[src/rtl/soc_pkg.sv]
`default_nettype none

package soc_pkg;

	// byte address as seen on the memory bus
	typedef logic [31:0] bus_addr_t;

	// one data word on the bus
	typedef logic [31:0] bus_data_t;

	// per-byte write enables, all zero is a read
	typedef logic [3:0] byte_en_t;

	// pwm duty and its register contents
	typedef logic [7:0] duty_t;

	// region code taken from address bits 17:16
	typedef logic [1:0] region_t;

	// i/o register offset taken from address bits 4:2
	typedef logic [2:0] mmio_sel_t;

	// region map, code 11 is left unmapped and reads as zero
	localparam region_t REGION_RAM  = 2'b00;
	localparam region_t REGION_MMIO = 2'b01;
	localparam region_t REGION_ROM  = 2'b10;

	// i/o register offsets inside the mmio region
	localparam mmio_sel_t MMIO_PWM0  = 3'd0;
	localparam mmio_sel_t MMIO_PWM1  = 3'd1;
	localparam mmio_sel_t MMIO_PWM2  = 3'd2;

	// offsets 3 to 5 are free and read back zero
	localparam mmio_sel_t MMIO_TIMER = 3'd6;

endpackage

`default_nettype wire

[src/rtl/us_timer.sv]
`timescale 1ns/1ps
`default_nettype none

module us_timer
	import soc_pkg::*;
#(
	parameter int CLK_DIV = 16
)
(
	input  wire logic clk,
	input  wire logic rst,
	input  wire logic cs,
	output bus_data_t rdata
);

	localparam int PW = (CLK_DIV > 1) ? $clog2(CLK_DIV) : 1;
	localparam logic [PW-1:0] PRE_LAST = PW'(CLK_DIV - 1);

	logic [PW-1:0] pre;
	bus_data_t usec;

	always_ff @(posedge clk)
	begin
		if (rst)
		begin
			pre   <= '0;
			usec  <= '0;
			rdata <= '0;
		end
		else
		begin
			// one tick every CLK_DIV clocks
			if (pre == PRE_LAST)
			begin
				pre  <= '0;
				usec <= usec + 32'd1;
			end
			else
				pre <= pre + 1'b1;
			// read only, writes just see the count
			rdata <= cs ? usec : '0;
		end
	end

endmodule

`default_nettype wire

[config.mk]
export PLATFORM = sky130hd
export DESIGN_NAME = us_timer
export DESIGN_NICKNAME = d
export VERILOG_FILES = /design/src/rtl/soc_pkg.sv /design/src/rtl/us_timer.sv
export SDC_FILE = /design/constraint.sdc
export NUM_CORES = 1
export LEC_CHECK = 0
export BUFFER_PORTS_ARGS = -buffer_cell sky130_fd_sc_hd__buf_2
export CAP_MARGIN = 20
export CORE_ASPECT_RATIO = 1.2
export CORE_MARGIN = 2
export CORE_UTILIZATION = 30
export DETAILED_ROUTE_END_ITERATION = 7
export PLACE_DENSITY = 0.56
export SYNTH_ARGS = -nofsm -noshare
export SYNTH_HDL_FRONTEND = slang
export SYNTH_SLANG_ARGS = --single-unit
[constraint.sdc]
create_clock -name clk -period 2.7 [get_ports clk]
set_clock_uncertainty 0.1 [all_clocks]
set_input_delay 0.135 -clock clk [delete_from_list [all_inputs] [get_ports clk]]
set_output_delay 0.135 -clock clk [all_outputs]
set_load 0.005 [all_outputs]
Word level (Yosys, flattened, before mapping)
Cells that the tools add are included.
{"block": "op_classes", "n_lt_le_gt_ge": 0, "n_eq_ne": 1, "muxes": 0, "shift": 0, "multipliers": 0, "bitwise_logic": 1, "addsub": 2, "div": 0, "n_reduce_logical": 2}
{"cell": "$add A32 B1 Y32 const B", "n": 1}
{"cell": "$add A4 B1 Y4 const B", "n": 1}
{"cell": "$eq A4 B4 Y1 const B", "n": 1}
{"cell": "$reduce_or A2 Y1", "n": 2}
{"cell": "$not A1 Y1", "n": 1}
{"block": "word_totals", "out_inout_bits": 32, "regBits": 68, "memories": 0, "mem_bits_ro": 0, "ram_bits": 0, "in_bits": 3, "latch_bits": 0}

Longest topological paths before layout
Gate-level depths: netlist of run 1.
{"block": "depth", "word_depth": 2, "mapped_depth": 7, "mapped_depth_nobuf": 5}

Least setup slack after synthesis of run 1
No wires, ideal clock.
{"block": "synth_timing", "kind": "reg-to-reg", "start": "reg pre[0]", "end": "reg usec[26]", "setup_ns": 0.132, "path_buffers": 2, "arrival_time_ns": 1.933, "period_less_slack_ns": 2.165, "setup_slack_ns": 0.535, "path_stages_with_launch": 8, "cell_sequence": "dfxtp_1 -> ha_1 -> nand3_2 -> or4_4 -> buf_6 -> clkbuf_1 -> o41ai_1 -> a21oi_1"}
{"block": "synth_between", "elab_chain_cells": 1}
{"element": "start, declared", "line": "us_timer.sv:19", "source": "logic [PW-1:0] pre;"}
{"element": "start signal, assigned", "line": "us_timer.sv:39", "source": "pre <= pre + 1'b1;"}
{"element": "$eq A4 B4 Y1", "line": "us_timer.sv:33", "source": "if (pre == PRE_LAST)"}
{"element": "end signal, assigned", "line": "us_timer.sv:36", "source": "usec <= usec + 32'd1;"}
{"element": "end, declared", "line": "us_timer.sv:20", "source": "bus_data_t usec;"}
No other way between the ends.
A chain may end at the register's enable or synchronous reset.

Worst setup path after layout of run 1
{"block": "layout_timing", "start": "reg pre[0]", "end": "reg usec[31]"}
Same word-level chain as after synthesis.

==> out/metrics.cfg, run 1 <==
[global_routing]
grt_pass1_vias = 1790
antenna_found_initial = 0
grt_remaining_overflow = 0
grt_first_pass_wirelength_mm = 8.22
grt_usage_pct = 11.4
grt_max_degree = 39

[job]
drv_cap = 0

[setup_path]
criticalPathCategory = flip-flop to flip-flop
crit_end = usec[31]$_SDFFE_PP0N_
ff2ff_path_depth = 5
cp_data_required_time_ns = 2.87
crit_path_start = pre[0]$_SDFF_PP0_
cp.arrival_ns = 2.49
rr_startpoint = pre[0]$_SDFF_PP0_
r2r_setup_slack_ns = 0.38
r2r-end = usec[31]$_SDFFE_PP0N_
start_kind = flip-flop
critPathMaxFanout = 22
cp-end-kind = flip-flop

[pwr]
pwr_density_cell_mw_per_mm2 = 617
p_leak_nw = 1.13
irDropWorstVdd_mv = 0.287

[logic_synthesis]
synth_nets = 270
synth_top_area_share_pct = 53.1
ys_async_sr_fraction_pct = 0
synth_area_leaders = dfxtp_1, and2_1, a21oi_1
ys_seq_area_share_pct = 53.1
synth_top_area_cell = dfxtp_1
synthCells = 265
yosys_warnings = 0
ys_seq_elements = 68
syn_area_per_cell_sq_um = 9.67
synth_edf_count = 0
synth.distinct_cells = 33
ys_dominant_reg_cell = dfxtp_1
netlist_area_sq_mm = 0.00256

[placed_design]
placed_cell_area_sq_mm = 0.00282
port_buffers = 34
place.gp.congestion = 0.771
dp_hpwl_mm = 3.05
dp.cells = 401

[route]
drt_iter0_markers = 89
routedWlPerCell_microns = 11.4
wl_mm = 4.74
viasPerCell = 4.67
ant_nets = 0
drtPass1Iterations = 4
drc_errors = 0
vias = 1939

[sta]
relSlewSlack_pct = 73.6
min_period_ns = 2.32
fmax_ghz = 0.432
final_hold_viol_count = 0
fin_crit_sh_pct = 85.8
final_max_slew_viol_count = 0
finalSetupTns_ns = 0
worstMarginPinSlew_ns = 0.397
rsz0062_at_grt = no
setup_violations = 0

[cells_and_area]
final_cells = 415
syn_to_final_growth_pct = 17.6
fin_nets = 303
final.fill_count = 866
antenna_cells = 0
design_area_sq_mm = 0.00301
fin_util_pct = 36.8
drive_gt1_share_pct = 17.9

[floorplanning]
die-width_microns = 88.4
core_area_sq_mm = 0.00820
dieArea_sq_mm = 0.00930
rows = 36
die_y_microns = 105
pin_count = 35
start_util_pct = 31.3

[status]
outcome = finished clean

[min_path]
worstHoldPathType = primary input to flip-flop

[cts]
cts_tree = built
cts_max_level = 3
clock_path_buffers = 2
numCtsBuffers = 9
ctsResizeCount = 0
cts_sinks = 68
clock-root-buffer = clkbuf_8
clk_latency_ns = 0.34
post_cts_buffers = 0
postCtsHoldBufs = 0
clk_pin_slew_ns = 0.07

power breakdown:
| group | internal (mW) | switching (mW) | total [mW] |
|---|---|---|---|
| Sequential | 1.01 | 0.00387 | 1.01 |
| Combinational | 0.00837 | 0.0178 | 0.0262 |
| Clock | 0.466 | 0.356 | 0.822 |
metrics by stage:
stage               worst slack (ns)  hold WS [ns]  total power, mW
floorplan                      0.535         0.279             1.05
global placement               0.446         0.362             1.06
detailed placement             0.390         0.371             1.06
CTS                            0.374         0.214             1.88
global route                   0.247         0.231             1.93
finish                         0.384         0.226             1.86
cell families (layout without fill, tap and decap cells):
kind of cell    after synthesis  in the layout  synth area share [%]
compound gates               46             46                  10.5
xor+xnor                      9              9                  3.07
fa+ha+maj                     2              2                 0.976
buf+inv                      18             54                  3.22
flops                        68             68                  53.1
mux                           2              2                 0.878
simple gates                120            120                  28.3
final cells by class:
| cell class | count | area [sq um] | share of cell area (%) |
|---|---|---|---|
| clock inverters | 2 | 35.0 | 1.16 |
| inverters | 4 | 15.0 | 0.498 |
| flip-flops and latches | 68 | 1360 | 45.2 |
| clock buffers | 12 | 155 | 5.15 |
| repair buffers | 36 | 185 | 6.14 |
| well taps | 114 | 143 | 4.73 |
| multi-input cells | 179 | 1120 | 37.2 |
cell usage after synthesis, types with 4 or more instances:
master	n
dfxtp_1	68
and2_1	33
a21oi_1	22
nand2_1	13
nor2_1	13
clkbuf_1	11
nand4_1	10
o21ai_0	10
or3_1	10
nand3_1	8
o31ai_1	8
or4_1	8
and4_1	6
nor3_1	6
xnor2_1	5
inv_1	4
xor2_1	4
how the worst min path moves through the flow:
stage	startpoint	end	slack, ns	cells after the start
2_1_floorplan	rst	usec[18]$_SDFFE_PP0N_	0.28	2
3_3_place_gp	usec[31]$_SDFFE_PP0N_	rdata[31]$_SDFF_PP0_	0.36	1
3_5_place_dp	usec[31]$_SDFFE_PP0N_	rdata[31]$_SDFF_PP0_	0.37	1
4_1_cts	rst	pre[2]$_SDFF_PP0_	0.21	3
5_1_grt	rst	usec[2]$_SDFFE_PP0N_	0.23	3
6_report	rst	pre[2]$_SDFF_PP0_	0.23	3
layer usage:
| metal | wire length (microns) | part of all wire (%) | global-route usage, % |
|---|---|---|---|
| met3 | 174 | 3.7 | 3.99 |
| met4 | 107 | 2.3 | 6.49 |
| met1 | 2250 | 48 | 13.9 |
| met5 | 0 | 0 | 0 |
| met2 | 2200 | 46 | 17.0 |
cell usage in the layout, fill, tap and decap left out, drive strengths merged, types with 10 or more instances in the layout:
cell type  Yosys  routed
dfxtp         68      68
buf            3      36
and2          33      33
a21oi         22      22
nor2          13      13
nand2         13      13
clkbuf        11      12
nand4         10      10
o21ai         10      10
or3           10      10
state kept, by name, indices dropped and copies added (netlist names):
signal / flops
rdata: 32
usec: 32
pre: 4
critical path, cell delays in order (launching register included):
cell     delay, ns
dfxtp_1       0.38
ha_1          0.25
nand3_2       0.16
or4b_4        0.68
or4_1         0.53
a21oi_1       0.14
(Power assumes the default switching activity.)
==> run 2: changes to the inputs <==
--- a/config.mk
+++ b/config.mk
@@ -12,6 +12,7 @@
 export CORE_UTILIZATION = 30
 export DETAILED_ROUTE_END_ITERATION = 7
 export PLACE_DENSITY = 0.56
+export SETUP_SLACK_MARGIN = 0.5
 export SYNTH_ARGS = -nofsm -noshare
 export SYNTH_HDL_FRONTEND = slang
 export SYNTH_SLANG_ARGS = --single-unit
==> out/metrics.cfg, run 2 (same netlist as run 1, synthesis figures left out) <==
[sta]
relSlewSlack_pct = 70.6  ; -2.9 points
worstMarginPinSlew_ns = 0.439  ; +0.0424 ns
min_period_ns = 2.11  ; -0.202 ns
setup_violations = 0  ; unchanged
final_hold_viol_count = 0  ; unchanged
worst_slack_ns = 0.586  ; +0.202 ns
fmax_ghz = 0.473  ; +9.6%
fin_crit_sh_pct = 78.3  ; -7.5 points
whs_ns = 0.222  ; -0.00426 ns
rsz0062_at_grt = yes
final_max_slew_viol_count = 0  ; unchanged
finalSetupTns_ns = 0  ; unchanged

[floorplanning]
die_y_microns = 105  ; unchanged
die-width_microns = 88.4  ; unchanged
rows = 36  ; unchanged
dieArea_sq_mm = 0.00930  ; unchanged
pin_count = 35  ; unchanged
start_util_pct = 31.3  ; unchanged
core_area_sq_mm = 0.00820  ; unchanged

[setup_path]
cp-end-kind = flip-flop
path_cells = ha_4, nand3_4, or4b_4, or4_1, a21oi_1
r2r_setup_slack_ns = 0.59  ; +0.20 ns
crit_path_start = pre[0]$_SDFF_PP0_
criticalPathCategory = flip-flop to flip-flop
slowest_delay_ns = 0.62  ; -0.06 ns
critPathMaxFanout = 10  ; -55%
cp_data_required_time_ns = 2.88  ; about the same
ff2ff_path_depth = 5  ; unchanged
worst_path_max_delay_cell = or4b_4
r2r-end = usec[31]$_SDFFE_PP0N_
rr_startpoint = pre[0]$_SDFF_PP0_
crit_end = usec[31]$_SDFFE_PP0N_
start_kind = flip-flop
cp.arrival_ns = 2.29  ; -0.20 ns

[pwr]
intPower_mw = 1.48  ; about the same
power_mw = 1.87  ; +0.54%
p_switching_uw = 389  ; +2.8%
pwr_density_cell_mw_per_mm2 = 595  ; -3.5%
p_leak_nw = 1.15  ; +1.7%
clkPwrFrac_pct = 44.4  ; +0.2 points
seq_power_share_pct = 54.1  ; -0.3 points
swShare_pct = 20.8  ; +0.46 points
irDropWorstVdd_mv = 0.214  ; -25%
power_frac_comb_pct = 1.5  ; about the same

[global_routing]
grt_usage_pct = 12.6  ; +1.3 points
grt_pass1_vias = 1847  ; +3.2%
grt_remaining_overflow = 0  ; unchanged
grt_first_pass_wirelength_mm = 9.03  ; +9.8%
antenna_found_initial = 0  ; unchanged
grt_max_degree = 39  ; unchanged

[route]
vias = 2028  ; +4.6%
drc_errors = 0  ; unchanged
drtPass1Iterations = 4  ; unchanged
ant_nets = 0  ; unchanged
routedWlPerCell_microns = 12.8  ; +12%
wl_mm = 5.37  ; +13%
drt_iter0_markers = 106  ; +19%
viasPerCell = 4.82  ; +3.1%

[placed_design]
pre_cts_slack_ns = 0.390  ; unchanged
place.gp.congestion = 0.771  ; unchanged
dp_hpwl_mm = 3.05  ; unchanged
placed_cell_area_sq_mm = 0.00282  ; unchanged
dp.cells = 401  ; unchanged
port_buffers = 34  ; unchanged

[cts]
cts_sinks = 68  ; unchanged
numCtsBuffers = 9  ; unchanged
cts_tree = built
cts_max_level = 3  ; unchanged
clk_pin_slew_ns = 0.07  ; about the same
clock-root-buffer = clkbuf_8
clk_latency_ns = 0.34  ; about the same
clock_path_buffers = 2  ; unchanged

[cells_and_area]
syn_to_final_growth_pct = 22.5
fin_nets = 309  ; +2.0%
largestRegisters = rdata (32), usec (32), pre (4)
multi_input_area_sq_mm = 0.00121  ; +8.0%
design_area_sq_mm = 0.00314  ; +4.2%
fin_util_pct = 38.3  ; +1.6 points
mostFrequentLayoutCells = dfxtp_1, buf_2, and2_1
final-seq-area_sq_mm = 0.00138  ; +1.1%
final_cells = 421  ; +1.4%
final_common_cell = dfxtp_1
drive_gt1_share_pct = 23.1  ; +5.2 points
antenna_cells = 0  ; unchanged
final.fill_count = 862  ; -0.46%

[job]
drv_cap = 0  ; unchanged

[status]
outcome = finished clean

[min_path]
worstHoldPathType = primary input to flip-flop
hold_start = rst

==> run 2: repair_timing <==
action | 4_1_cts | 5_1_grt
pin swaps | 2 | 2
setup endpoints to repair | 11 | 16
endpoints found under the hold margin | 0 | 0
gates resized for setup | 9 | 14
gates cloned | 3 | 0
setup buffers | 2 | 1
hold buffers | 0 | 0
==> run 2: metal layers <==
layer / wire, microns / GRT usage (%) / share of wire [%] / vias up
met2: 2450 / 18.3 / 46 / 41
met1: 2550 / 16.1 / 48 / 937
met3: 195 / 4.46 / 3.6 / 13
met5: 0 / 0 / 0 / -
li1: - / - / - / 1037
met4: 177 / 7.25 / 3.3 / 0
==> run 2: final cells by class <==
cell class / instances / area share, %
timing repair buffer: 39 / 6.61
multi-input combinational: 182 / 38.5
tap: 114 / 4.54
clock inverter: 2 / 1.12
clock buffer: 12 / 4.94
inverter: 4 / 0.478
sequential: 68 / 43.8
==> run 2: worst min path at each step <==
| stage | endpoint | depth (start not counted) |
|---|---|---|
| 5_1_grt | usec[2]$_SDFFE_PP0N_ | 3 |
| 3_3_place_gp | rdata[31]$_SDFF_PP0_ | 1 |
| 6_report | pre[2]$_SDFF_PP0_ | 3 |
| 2_1_floorplan | usec[18]$_SDFFE_PP0N_ | 2 |
| 4_1_cts | pre[2]$_SDFF_PP0_ | 3 |
| 3_5_place_dp | rdata[31]$_SDFF_PP0_ | 1 |
==> run 2: worst max-delay path: cells and delay by family, from the launching register on <==
family                   cells  cell delay (ns)
flip-flops                   1             0.37
AO/OA/AOI/OAI                1             0.14
adder cells (fa/ha/maj)      1             0.17
AND/OR/NAND/NOR              3             1.27
==> run 2: power by group through the flow <==
stage	clock network (mW)	registers (mW)	logic, mW
after floorplan	0	1.03	0.0190
after CTS	0.843	1.01	0.0291
final	0.830	1.01	0.0282
after detailed placement	0	1.03	0.0274
after global placement	0	1.03	0.0268
after global routing	0.901	1.01	0.0333
