## src/rtl/soc_pkg.sv

```systemverilog
`default_nettype none

package soc_pkg;

	// byte address as seen on the memory bus
	typedef logic [31:0] bus_addr_t;

	// one data word on the bus
	typedef logic [31:0] bus_data_t;

	// per-byte write enables, all zero is a read
	typedef logic [3:0] byte_en_t;

	// pwm duty and its register contents
	typedef logic [7:0] duty_t;

	// region code taken from address bits 17:16
	typedef logic [1:0] region_t;

	// i/o register offset taken from address bits 4:2
	typedef logic [2:0] mmio_sel_t;

	// region map, code 11 is left unmapped and reads as zero
	localparam region_t REGION_RAM  = 2'b00;
	localparam region_t REGION_MMIO = 2'b01;
	localparam region_t REGION_ROM  = 2'b10;

	// i/o register offsets inside the mmio region
	localparam mmio_sel_t MMIO_PWM0  = 3'd0;
	localparam mmio_sel_t MMIO_PWM1  = 3'd1;
	localparam mmio_sel_t MMIO_PWM2  = 3'd2;

	// offsets 3 to 5 are free and read back zero
	localparam mmio_sel_t MMIO_TIMER = 3'd6;

endpackage

`default_nettype wire

```

## src/rtl/pwm_channel.sv

```systemverilog
`timescale 1ns/1ps
`default_nettype none

module pwm_channel
	import soc_pkg::*;
(
	input  wire logic  clk,
	input  wire logic  rst,
	input  wire logic  cs,
	input  wire logic  wr,
	input  wire duty_t wdata,
	output duty_t      rdata,
	output logic       wave
);

	duty_t duty;
	logic [7:0] cnt;

	always_ff @(posedge clk)
	begin
		if (rst)
		begin
			duty  <= '0;
			cnt   <= '0;
			wave  <= 1'b0;
			rdata <= '0;
		end
		else
		begin
			if (cs && wr)
				duty <= wdata;
			// period of 256 clocks, wraps on its own
			cnt  <= cnt + 8'd1;
			// high for duty counts out of every 256
			wave <= (cnt < duty);
			// readback only for a selected access
			rdata <= cs ? duty : '0;
		end
	end

endmodule

`default_nettype wire

```

## config.mk

```make
export PLATFORM = sky130hd
export DESIGN_NAME = pwm_channel
export DESIGN_NICKNAME = d
export VERILOG_FILES = /design/src/rtl/soc_pkg.sv /design/src/rtl/pwm_channel.sv
export SDC_FILE = /design/constraint.sdc
export NUM_CORES = 1
export LEC_CHECK = 0
export BUFFER_PORTS_ARGS = -buffer_cell sky130_fd_sc_hd__buf_4
export CAP_MARGIN = 10
export CORE_MARGIN = 10
export CORE_UTILIZATION = 51
export DETAILED_ROUTE_END_ITERATION = 12
export GPL_TIMING_DRIVEN = 0
export PLACE_DENSITY = 0.75
export SYNTH_ARGS = -nofsm -noshare
export SYNTH_HDL_FRONTEND = slang
export SYNTH_SLANG_ARGS = --single-unit
```

## constraint.sdc

```tcl
create_clock -name clk -period 1.65 [get_ports clk]
set_input_delay 0.0825 -clock clk [delete_from_list [all_inputs] [get_ports clk]]
set_output_delay 0.0825 -clock clk [all_outputs]
set_load 0.02 [all_outputs]
```

Word level (Yosys, flattened, before mapping). Index checks and enable logic that the tools add are counted.

Word-level logic and storage cells: 9. Input bits: 12. Bits in registers: 25.

Bitwise gates (word level): 1. Add/sub/neg operators: 1. Order comparisons: 1. Reduce and logical (&&, ||, !) cells: 2.

Operators with widths (number): adder 8 x 1 -> 8 bit, second input constant (1); less-than comparator 8 bit (1); OR reduction 2 bit (1); logical AND 1 bit (1); NOT 1 bit (1).

Depth between registers and ports, before layout. Gate-level depths: netlist of run 1.

Depth in word-level cells: 2. Mapped depth: 5. Mapped depth without buffers: 5.

Worst setup path after synthesis of run 1. No wires, ideal clock.

Path kind: register -> register. From: reg duty[3]. To: reg wave. Stages on the path, launching flop included: 6. Clock period less this slack: 1.390 ns. Arrival: 1.275 ns. Path buffers: 0. Path slack: 0.260 ns. Data required time: 1.536 ns. Cells stage by stage: dfxtp_1 inv_1 ha_1 a211oi_1 o21ai_0 a2111oi_0.

Longest elaborated chain between the ends: 1.

RTL lines: from (decl) (line pwm_channel.sv:16) `duty_t duty;`; from (signal assigned) (line pwm_channel.sv:31) `duty <= wdata;`; less-than comparator 8 bit (line pwm_channel.sv:35) `wave <= (cnt < duty);`; to (signal assigned) (line pwm_channel.sv:35); to (decl) (line pwm_channel.sv:13) `output logic wave`.

Every way passes these cells. A chain may end at the register's enable or synchronous reset.

Worst setup path after layout of run 1. Same ends and word-level chain as after synthesis.

==> flow_metrics.env, run 1 <==
export IMPL_syn_nets=129
export IMPL_antenna_found_initial=0
export IMPL_power_leakage_nw=0.4897
export IMPL_grt_total_usage=0.1039
export IMPL_clkTransAtPathRegs_ns=0.13
export IMPL_total_power_mw=1.032
export IMPL_worst_pin_slew_ns=0.4459
export IMPL_cp_required_ns=1.87
export IMPL_wl_per_cell_um=13.09
export IMPL_dp_final_hpwl_um=1512
export IMPL_min_period_over_period=0.8959
export IMPL_postSynth_asyncResetShare=0
export IMPL_clock_latency_ns=0.32
export IMPL_drc_errors=0
export IMPL_ioPinCount=21
export IMPL_drt_iter0_markers=12
export IMPL_n_fill_cell=145
export IMPL_grt_start_max_net_pins=15
export IMPL_finalWeightedCongestion=0.7465
export IMPL_synth_avg_cell_area_um2=9.195
export IMPL_firstDrtPassIters=4
export IMPL_vdd_drop_max_uv=663.7
export IMPL_drive_gt1_frac=0.1880
export IMPL_final_hold_viol_count=0
export IMPL_multi_input_area_um2=465.4
export IMPL_status="complete, no violations"
export IMPL_path_class="reg -> reg"
export IMPL_postCtsSetupBuffers=0
export IMPL_diodes=0
export IMPL_seq_area_um2=500.5
export IMPL_synth_edf_count=0
export IMPL_die_h_um=64.33
export IMPL_start_util=0.5562
export IMPL_fmax_mhz=676.5
export IMPL_period_minus_slack_ns=1.478
export IMPL_setup_tns_ns=0
export IMPL_cts_buffers_inserted=3
export IMPL_ctsLongestPathBuffers=2
export IMPL_cp_arrival_ns=1.70
export IMPL_top_layer="met4"
export IMPL_ys_ff_latch=25
export IMPL_grt_pass1_wl_um=3491
export IMPL_yosysSeqAreaShare=0.4994
export IMPL_cellPowerDensity_mw_per_mm2=842.2
export IMPL_num_vias=819
export IMPL_ant_nets=0
export IMPL_io_buffers=17
export IMPL_route_met3_wl_um=96
export IMPL_die_w_um=64.33
export IMPL_max_slew_margin_rel=0.7027
export IMPL_grt_pass1_vias=800
export IMPL_critPathLaunchType="register"
export IMPL_slew_viol_final=0
export IMPL_netlist_area_leader_share=0.4994
export IMPL_holdCritPathClass="in -> reg"
export IMPL_tritoncts="done"
export IMPL_vias_per_cell=5.184
export IMPL_endpoint_kind="register"
export IMPL_synthFlopType="dfxtp_1"
export IMPL_num_nets_final=154
export IMPL_wl_met1_um=865
export IMPL_critPathMaxFanout=3
export IMPL_htree_levels=1
export IMPL_drv_cap=0
export IMPL_wl_met2_um=1060
export IMPL_synthCells=109
export IMPL_cts_sinks=25
export IMPL_coreArea_mm2=0.001802
export IMPL_syn2layout_area_growth_pct=22.22
export IMPL_setup_violations_final=0
export IMPL_skew_ns=0.006803
export IMPL_synth_top_area_cell="dfxtp_1"
export IMPL_synthesis_area_mm2=0.001002
export IMPL_synthTopCellsByArea="dfxtp_1 50%, ha_1 10%, a21oi_1 6.0%"
export IMPL_rsz0062_at_grt="false"
export IMPL_finalWirelength_um=2068
export IMPL_synth_cell_types=24
export IMPL_clockRootBuffer="clkbuf_4"
export IMPL_die_area_mm2=0.004138
export IMPL_synth_warning_count=0
export IMPL_overflow=0
export IMPL_num_rows=15
export IMPL_r2r_slack_ns=0.17
==> cells in the final DEF, fill, tap and decap left out, drive strengths merged, types with 2 or more instances in the layout <==
| cell type | netlist | routed |
|---|---|---|
| dfxtp | 25 | 25 |
| buf | 1 | 18 |
| a21oi | 12 | 12 |
| nand2 | 12 | 12 |
| nand3 | 11 | 11 |
| and2 | 8 | 8 |
| ha | 8 | 8 |
| inv | 7 | 7 |
| clkbuf | 3 | 6 |
| nor2 | 4 | 4 |
| nor2b | 3 | 3 |
| dlygate4sd3 | 0 | 3 |
| o21ai | 3 | 3 |
| xor2 | 2 | 2 |
| or3 | 2 | 2 |
==> cell usage after synthesis (all sizes together), types with 2 or more instances <==
cell	n
a21oi	12
and2	8
clkbuf	3
dfxtp	25
ha	8
inv	7
nand2	12
nand3	11
nor2	4
nor2b	3
o21ai	3
or3	2
xor2	2
==> flip-flops by register name, summed over array words and instances, names as in the netlist <==
signal / cells
cnt: 8
duty: 8
rdata: 8
wave: 1
==> repair_timing <==
item,CTS,global route
gates resized for setup,0,3
endpoints found under the setup margin,0,1
hold endpoints to repair,3,0
hold buffers,3,0
==> per-layer routing <==
| layer | GRT usage | up-vias |
|---|---|---|
| met5 | 0 | - |
| li1 | - | 420 |
| met1 | 0.1051 | 380 |
| met4 | 0.05615 | 0 |
| met3 | 0.02962 | 5 |
| met2 | 0.1872 | 14 |
==> kinds of logic after synthesis <==
logic type,Yosys count,share of synthesized area
buffers and inverters,11,0.04245
flip-flops,25,0.4994
XOR/XNOR,3,0.02622
AO/OA/AOI/OAI,20,0.1174
adder cells (fa/ha/maj),8,0.09988
AND/OR/NAND/NOR,42,0.2147
==> cell type report <==
class,count,share of cell area
Tap cell,25,0.02554
Clock buffer,3,0.01839
Multi-Input combinational cell,73,0.3800
Clock inverter,1,0.004086
Buffer,4,0.01328
Timing Repair Buffer,20,0.1287
Sequential cell,25,0.4086
Inverter,7,0.02145
==> worst max-delay path: stages (launching register included) <==
cell and delay, ns:
dfxtp_1 0.37, inv_1 0.06, ha_1 0.30, a211oi_1 0.23, o21ai_1 0.13, a2111oi_2 0.29
==> where the power goes <==
group | internal [mW] | switching (mW) | leakage, nW
clock network | 0.0908 | 0.177 | 0.0177
registers | 0.626 | 0.0158 | 0.204
logic | 0.0607 | 0.0617 | 0.268
total | 0.777 | 0.254 | 0.490
==> worst paths after layout <==
check,from,end,cells after the start
worst min register to register,duty[7]$_SDFFE_PP0P_,duty[7]$_SDFFE_PP0P_,2
worst max register to register,duty[3]$_SDFFE_PP0P_,wave$_SDFF_PP0_,5
worst min-delay path,wdata[4],duty[4]$_SDFFE_PP0P_,3
worst max-delay path,duty[3]$_SDFFE_PP0P_,wave$_SDFF_PP0_,5
==> metrics by stage <==
| stage | util | std cells | hold slack [ns] | setup slack (ns) | instance area (µm²) |
|---|---|---|---|---|---|
| after floorplan | - | 109 | 0.2300 | 0.2605 | 1002 |
| after global placement | 0.6444 | 151 | 0.3474 | 0.1180 | 1161 |
| after detailed placement | 0.6444 | 151 | 0.3539 | 0.09945 | 1161 |
| after CTS | 0.6764 | 158 | 0.0009641 | 0.05126 | 1219 |
| after global routing | 0.6799 | 158 | 0.003600 | 0.02856 | 1225 |
| final | 0.6799 | 158 | 0.007905 | 0.1718 | 1225 |
No activity file was read; power rests on OpenSTA's default activity.
==> run 2, diff against run 1 <==
--- a/config.mk
+++ b/config.mk
@@ -5,8 +5,8 @@
 export SDC_FILE = /design/constraint.sdc
 export NUM_CORES = 1
 export LEC_CHECK = 0
-export BUFFER_PORTS_ARGS = -buffer_cell sky130_fd_sc_hd__buf_4
-export CAP_MARGIN = 10
+export BUFFER_PORTS_ARGS = -buffer_cell sky130_fd_sc_hd__clkbuf_2
+export CAP_MARGIN = 20
 export CORE_MARGIN = 10
 export CORE_UTILIZATION = 51
 export DETAILED_ROUTE_END_ITERATION = 12
==> run 2 against run 1 <==
Die area unchanged; highest routed layer unchanged; setup slack got worse by 0.082 ns; critical path depth is the same; clock skew decreased by 0.0021 ns; via count up 4.9%; flip-flop and latch count is the same; design area shrank 0.20%; sequential power hardly changed.
==> flow_metrics.env, run 2 (same netlist as run 1, synthesis figures left out) <==
export IMPL_status="complete, no violations"
export IMPL_worst_path_max_delay_cell="dfxtp_2"
export IMPL_skew_ns=0.004687
export IMPL_wl_per_cell_um=13.40
export IMPL_clkTransAtPathRegs_ns=0.13
export IMPL_multi_input_area_um2=465.4
export IMPL_antenna_found_initial=0
export IMPL_cp_arrival_ns=1.77
export IMPL_grt_total_usage=0.1048
export IMPL_hp_start="wdata[7]"
export IMPL_num_rows=15
export IMPL_die_area_mm2=0.004138
export IMPL_coreArea_mm2=0.001802
export IMPL_cellPowerDensity_mw_per_mm2=840.4
export IMPL_dpl_instance_area_mm2=0.001119
export IMPL_overflow=0
export IMPL_drt_iter0_markers=13
export IMPL_reg_top3="cnt (8), duty (8), rdata (8)"
export IMPL_critPathMaxFanout=3
export IMPL_ctsLongestPathBuffers=2
export IMPL_rr_startpoint="duty[3]$_SDFFE_PP0P_"
export IMPL_final_area_mm2=0.001222
export IMPL_n_fill_cell=155
export IMPL_drive_gt1_frac=0.1825
export IMPL_seq_area_um2=501.7
export IMPL_setup_tns_ns=0
export IMPL_min_path_cells=3
export IMPL_critPathTopFamily="compound AO/OA/AOI/OAI gates"
export IMPL_grt_pass1_wl_um=3532
export IMPL_setup_violations_final=0
export IMPL_syn2layout_area_growth_pct=21.97
export IMPL_io_buffers=17
export IMPL_diodes=0
export IMPL_slew_viol_final=0
export IMPL_finalWeightedCongestion=0.7639
export IMPL_gr_usage_met1=0.1036
export IMPL_min_period_over_period=0.9455
export IMPL_crit_path_cell_trace="inv_1 > ha_1 > a211oi_2 > o21ai_0 > a2111oi_1"
export IMPL_clockRootBuffer="clkbuf_4"
export IMPL_path_class="reg -> reg"
export IMPL_cp_depth=5
export IMPL_dp_slack_ns=0.05260
export IMPL_tritoncts="done"
export IMPL_cts_buffers_inserted=3
export IMPL_final_cell_mix="24 x dfxtp_1, 17 x clkbuf_2, 12 x a21oi_1"
export IMPL_reg2regPathDepth=5
export IMPL_power_leakage_nw=0.4912
export IMPL_die_h_um=64.33
export IMPL_htree_levels=1
export IMPL_start_util=0.5562
export IMPL_vias_per_cell=5.302
export IMPL_dp_final_hpwl_um=1515
export IMPL_num_nets_final=158
export IMPL_r2r_slack_ns=0.09
export IMPL_drv_cap=0
export IMPL_grt_pass1_vias=810
export IMPL_use_met3=0.03833
export IMPL_holdCritPathClass="in -> reg"
export IMPL_critPathMaxStageDelay_ns=0.36
export IMPL_firstDrtPassIters=4
export IMPL_period_minus_slack_ns=1.560
export IMPL_num_vias=859
export IMPL_clock_latency_ns=0.31
export IMPL_startpoint="duty[3]$_SDFFE_PP0P_"
export IMPL_top_usage_layer="met2"
export IMPL_path_buf_inv=1
export IMPL_endpoint_kind="register"
export IMPL_final_hold_viol_count=0
export IMPL_vdd_drop_max_uv=523.0
export IMPL_cp_required_ns=1.86
export IMPL_worst_pin_slew_ns=0.4349
export IMPL_fin_util=0.6785
export IMPL_fmax_mhz=641.0
export IMPL_ioPinCount=21
export IMPL_ant_nets=0
export IMPL_layout_commonest_cell="dfxtp_1"
export IMPL_setup_ws_ns=0.08996
export IMPL_max_slew_margin_rel=0.7101
export IMPL_drc_errors=0
export IMPL_die_w_um=64.33
export IMPL_cts_sinks=25
export IMPL_critPathLaunchType="register"
export IMPL_grt_start_max_net_pins=14
export IMPL_gr_usage_met2=0.1897
export IMPL_finalWirelength_um=2170
run 2: changes by cell type in the layout (fill, tap and decap cells not counted), sizes merged:
cell,before,now
dlygate4sd3,3,7
buf,18,1
clkinv,1,0
clkbuf,6,24
run 2: routing by layer:
layer  wire length (µm)  vias to the layer above
li1                   -                      429
met1                906                      402
met2               1106                       22
met3                118                        6
met4                 38                        0
met5                  0                        -
run 2: metrics by stage:
step,hold WS (ns),cells,total power [mW]
floorplan,0.2300,109,0.7196
global placement,0.3192,151,0.7504
detailed placement,0.3262,151,0.7542
CTS,0.004390,161,1.024
global route,0.03520,162,1.071
finish,0.01705,162,1.027
run 2: worst min-delay path: stages:
cell and delay, ns:
clkbuf_2 0.08, nand3_1 0.06, a21oi_1 0.06
run 2: power by group:
| group | switching, mW | internal [mW] | leakage, nW |
|---|---|---|---|
| Clock | 0.174 | 0.0944 | 0.0150 |
| Sequential | 0.0162 | 0.626 | 0.204 |
| Combinational | 0.0611 | 0.0558 | 0.272 |
run 2: cell type report:
type | instances | area share
tap | 25 | 0.02559
timing repair buffer | 24 | 0.1269
clock buffer | 4 | 0.02149
multi-input combinational | 73 | 0.3808
buffer | 4 | 0.01331
inverter | 7 | 0.02149
sequential | 25 | 0.4104
run 2: timing repair:
item,CTS,global route
buffers inserted,0,0
endpoints found under the setup margin,0,1
hold buffers,6,1
endpoints found under the hold margin,6,1
gates resized for setup,0,3
run 2: final timing paths:
path	endpoint
worst max-delay path	wave$_SDFF_PP0_
worst min-delay path	duty[7]$_SDFFE_PP0P_
worst min register to register	duty[3]$_SDFFE_PP0P_
worst max register to register	wave$_SDFF_PP0_
==> run 3, diff against run 2 <==
--- a/config.mk
+++ b/config.mk
@@ -11,7 +11,7 @@
 export CORE_UTILIZATION = 51
 export DETAILED_ROUTE_END_ITERATION = 12
 export GPL_TIMING_DRIVEN = 0
-export PLACE_DENSITY = 0.75
+export PLACE_DENSITY_LB_ADDON = 0.1
 export SYNTH_ARGS = -nofsm -noshare
 export SYNTH_HDL_FRONTEND = slang
 export SYNTH_SLANG_ARGS = --single-unit
==> run 3 against run 2 <==
Non-clock buffer count grew 1; critical path depth is the same; first-iteration DRC count shrank 23%; clock power is essentially flat; hold slack gained 0.085 ns; fmax grew 4.4%; sequential power is essentially flat; global-route usage grew 0.71 points; utilization grew 0.21 points; register-to-register slack gained 0.07 ns; design area grew 0.31%; flip-flop and latch count is the same.
==> flow_metrics.env, run 3 (same netlist as run 1, synthesis figures left out) <==
export IMPL_status="complete, no violations"
export IMPL_dp_cells=151
export IMPL_antenna_found_initial=0
export IMPL_final_hold_viol_count=0
export IMPL_drc_errors=0
export IMPL_ant_nets=0
export IMPL_period_minus_slack_ns=1.494
export IMPL_critPathLaunchType="register"
export IMPL_vias_per_cell=4.920
export IMPL_whs_ns=0.1016
export IMPL_rsz0062_at_grt="false"
export IMPL_holdCritPathClass="in -> reg"
export IMPL_die_h_um=64.33
export IMPL_diodes=0
export IMPL_dpl_instance_area_mm2=0.001119
export IMPL_grt_start_max_net_pins=14
export IMPL_endpoint_kind="register"
export IMPL_clkTransAtPathRegs_ns=0.14
export IMPL_die_area_mm2=0.004138
export IMPL_die_w_um=64.33
export IMPL_final_area_mm2=0.001226
export IMPL_n_fill_cell=158
export IMPL_critPathTopFamily="compound AO/OA/AOI/OAI gates"
export IMPL_worst_path_max_delay_cell="dfxtp_1"
export IMPL_slew_viol_final=0
export IMPL_grt_pass1_vias=824
export IMPL_layoutNonFillerInstCount=163
export IMPL_worst_pin_slew_ns=0.4471
export IMPL_num_vias=802
export IMPL_cp_endpoint="wave$_SDFF_PP0_"
export IMPL_total_power_mw=1.026
export IMPL_io_buffers=17
export IMPL_cts_sinks=25
export IMPL_cellPowerDensity_mw_per_mm2=837.0
export IMPL_clockRootBuffer="clkbuf_4"
export IMPL_rr_startpoint="duty[3]$_SDFFE_PP0P_"
export IMPL_path_buf_inv=1
export IMPL_dp_slack_ns=0.1242
export IMPL_dp_final_hpwl_um=1528
export IMPL_setup_violations_final=0
export IMPL_startpoint="duty[3]$_SDFFE_PP0P_"
export IMPL_power_leakage_nw=0.4940
export IMPL_finalWeightedCongestion=0.7196
export IMPL_min_period_over_period=0.9054
export IMPL_ioPinCount=21
export IMPL_clock_latency_ns=0.31
export IMPL_path_class="reg -> reg"
export IMPL_num_rows=15
export IMPL_drv_cap=0
export IMPL_skew_ns=0.01063
export IMPL_finalWirelength_um=2143
export IMPL_final_cell_mix="25 x dfxtp_1, 17 x clkbuf_2, 12 x a21oi_1"
export IMPL_start_util=0.5562
export IMPL_layout_commonest_cell="dfxtp_1"
export IMPL_vdd_drop_max_uv=472.6
export IMPL_syn2layout_area_growth_pct=22.35
export IMPL_overflow=0
export IMPL_cp_depth=5
export IMPL_fmax_mhz=669.4
export IMPL_cp_required_ns=1.86
export IMPL_tritoncts="done"
export IMPL_setup_tns_ns=0
export IMPL_postCtsSetupBuffers=0
export IMPL_critPathMaxStageDelay_ns=0.37
export IMPL_cts_buffers_inserted=3
export IMPL_num_nets_final=159
export IMPL_grt_pass1_wl_um=3746
export IMPL_cp_arrival_ns=1.71
export IMPL_ctsLongestPathBuffers=2
export IMPL_critPathMaxFanout=3
export IMPL_coreArea_mm2=0.001802
export IMPL_crit_path_cell_trace="inv_1 > ha_1 > a211oi_1 > o21ai_1 > a2111oi_1"
export IMPL_drive_gt1_frac=0.1667
export IMPL_firstDrtPassIters=4
export IMPL_drt_iter0_markers=10
export IMPL_fin_util=0.6806
export IMPL_worstReg2RegEnd="wave$_SDFF_PP0_"
export IMPL_wl_per_cell_um=13.15
export IMPL_setup_ws_ns=0.1561
export IMPL_max_slew_margin_rel=0.7020
export IMPL_r2r_slack_ns=0.16
export IMPL_reg2regPathDepth=5
export IMPL_htree_levels=1
export IMPL_reg_top3="cnt (8), duty (8), rdata (8)"
export IMPL_grt_total_usage=0.1119
[run 3: changes by cell type in the layout (fill, tap and decap cells not counted)]
| cell | change |
|---|---|
| a211oi_2 | -1 |
| o21ai_0 | -1 |
| dlygate4sd3_1 | +1 |
| o21ai_1 | +1 |
| dfxtp_1 | +1 |
| a211oi_1 | +1 |
| dfxtp_2 | -1 |
[run 3: where the power goes]
| part | internal, mW | switching (mW) | total [mW] |
|---|---|---|---|
| combinational | 0.0570 | 0.0620 | 0.119 |
| clock | 0.0942 | 0.172 | 0.266 |
| sequential | 0.626 | 0.0152 | 0.641 |
| total | 0.777 | 0.249 | 1.03 |
[run 3: worst min-delay path by stage]
stage | start | end | cells after the start
final | cs | duty[0]$_SDFFE_PP0P_ | 3
after CTS | cs | duty[0]$_SDFFE_PP0P_ | 3
after floorplan | wdata[0] | duty[0]$_SDFFE_PP0P_ | 2
after global routing | cs | duty[2]$_SDFFE_PP0P_ | 3
after global placement | wdata[1] | duty[1]$_SDFFE_PP0P_ | 3
after detailed placement | wdata[2] | duty[2]$_SDFFE_PP0P_ | 3
[run 3: what timing repair did]
action,in CTS,in global routing
hold buffers,8,0
endpoints found under the setup margin,0,1
hold endpoints to repair,8,0
gates resized for setup,0,2
[run 3: per-layer routing]
layer / global-route usage / wire (µm)
met1: 0.1216 / 946
met2: 0.1946 / 1065
met3: 0.04007 / 98
met4: 0.04011 / 32
met5: 0 / 0
[run 3: layout make-up]
type	count	area (µm²)	share of cell area
plain buffers	4	16.27	0.01327
multi-input cells	73	460.4	0.3755
repair buffers	25	165.2	0.1347
well taps	25	31.28	0.02551
clock buffers	4	26.28	0.02143
flip-flops and latches	25	500.5	0.4082
inverters	7	26.28	0.02143
[run 3: tightest hold or removal path: stages]
cell     delay (ns)
buf_2          0.15
nand3_1        0.09
a21oi_1        0.05
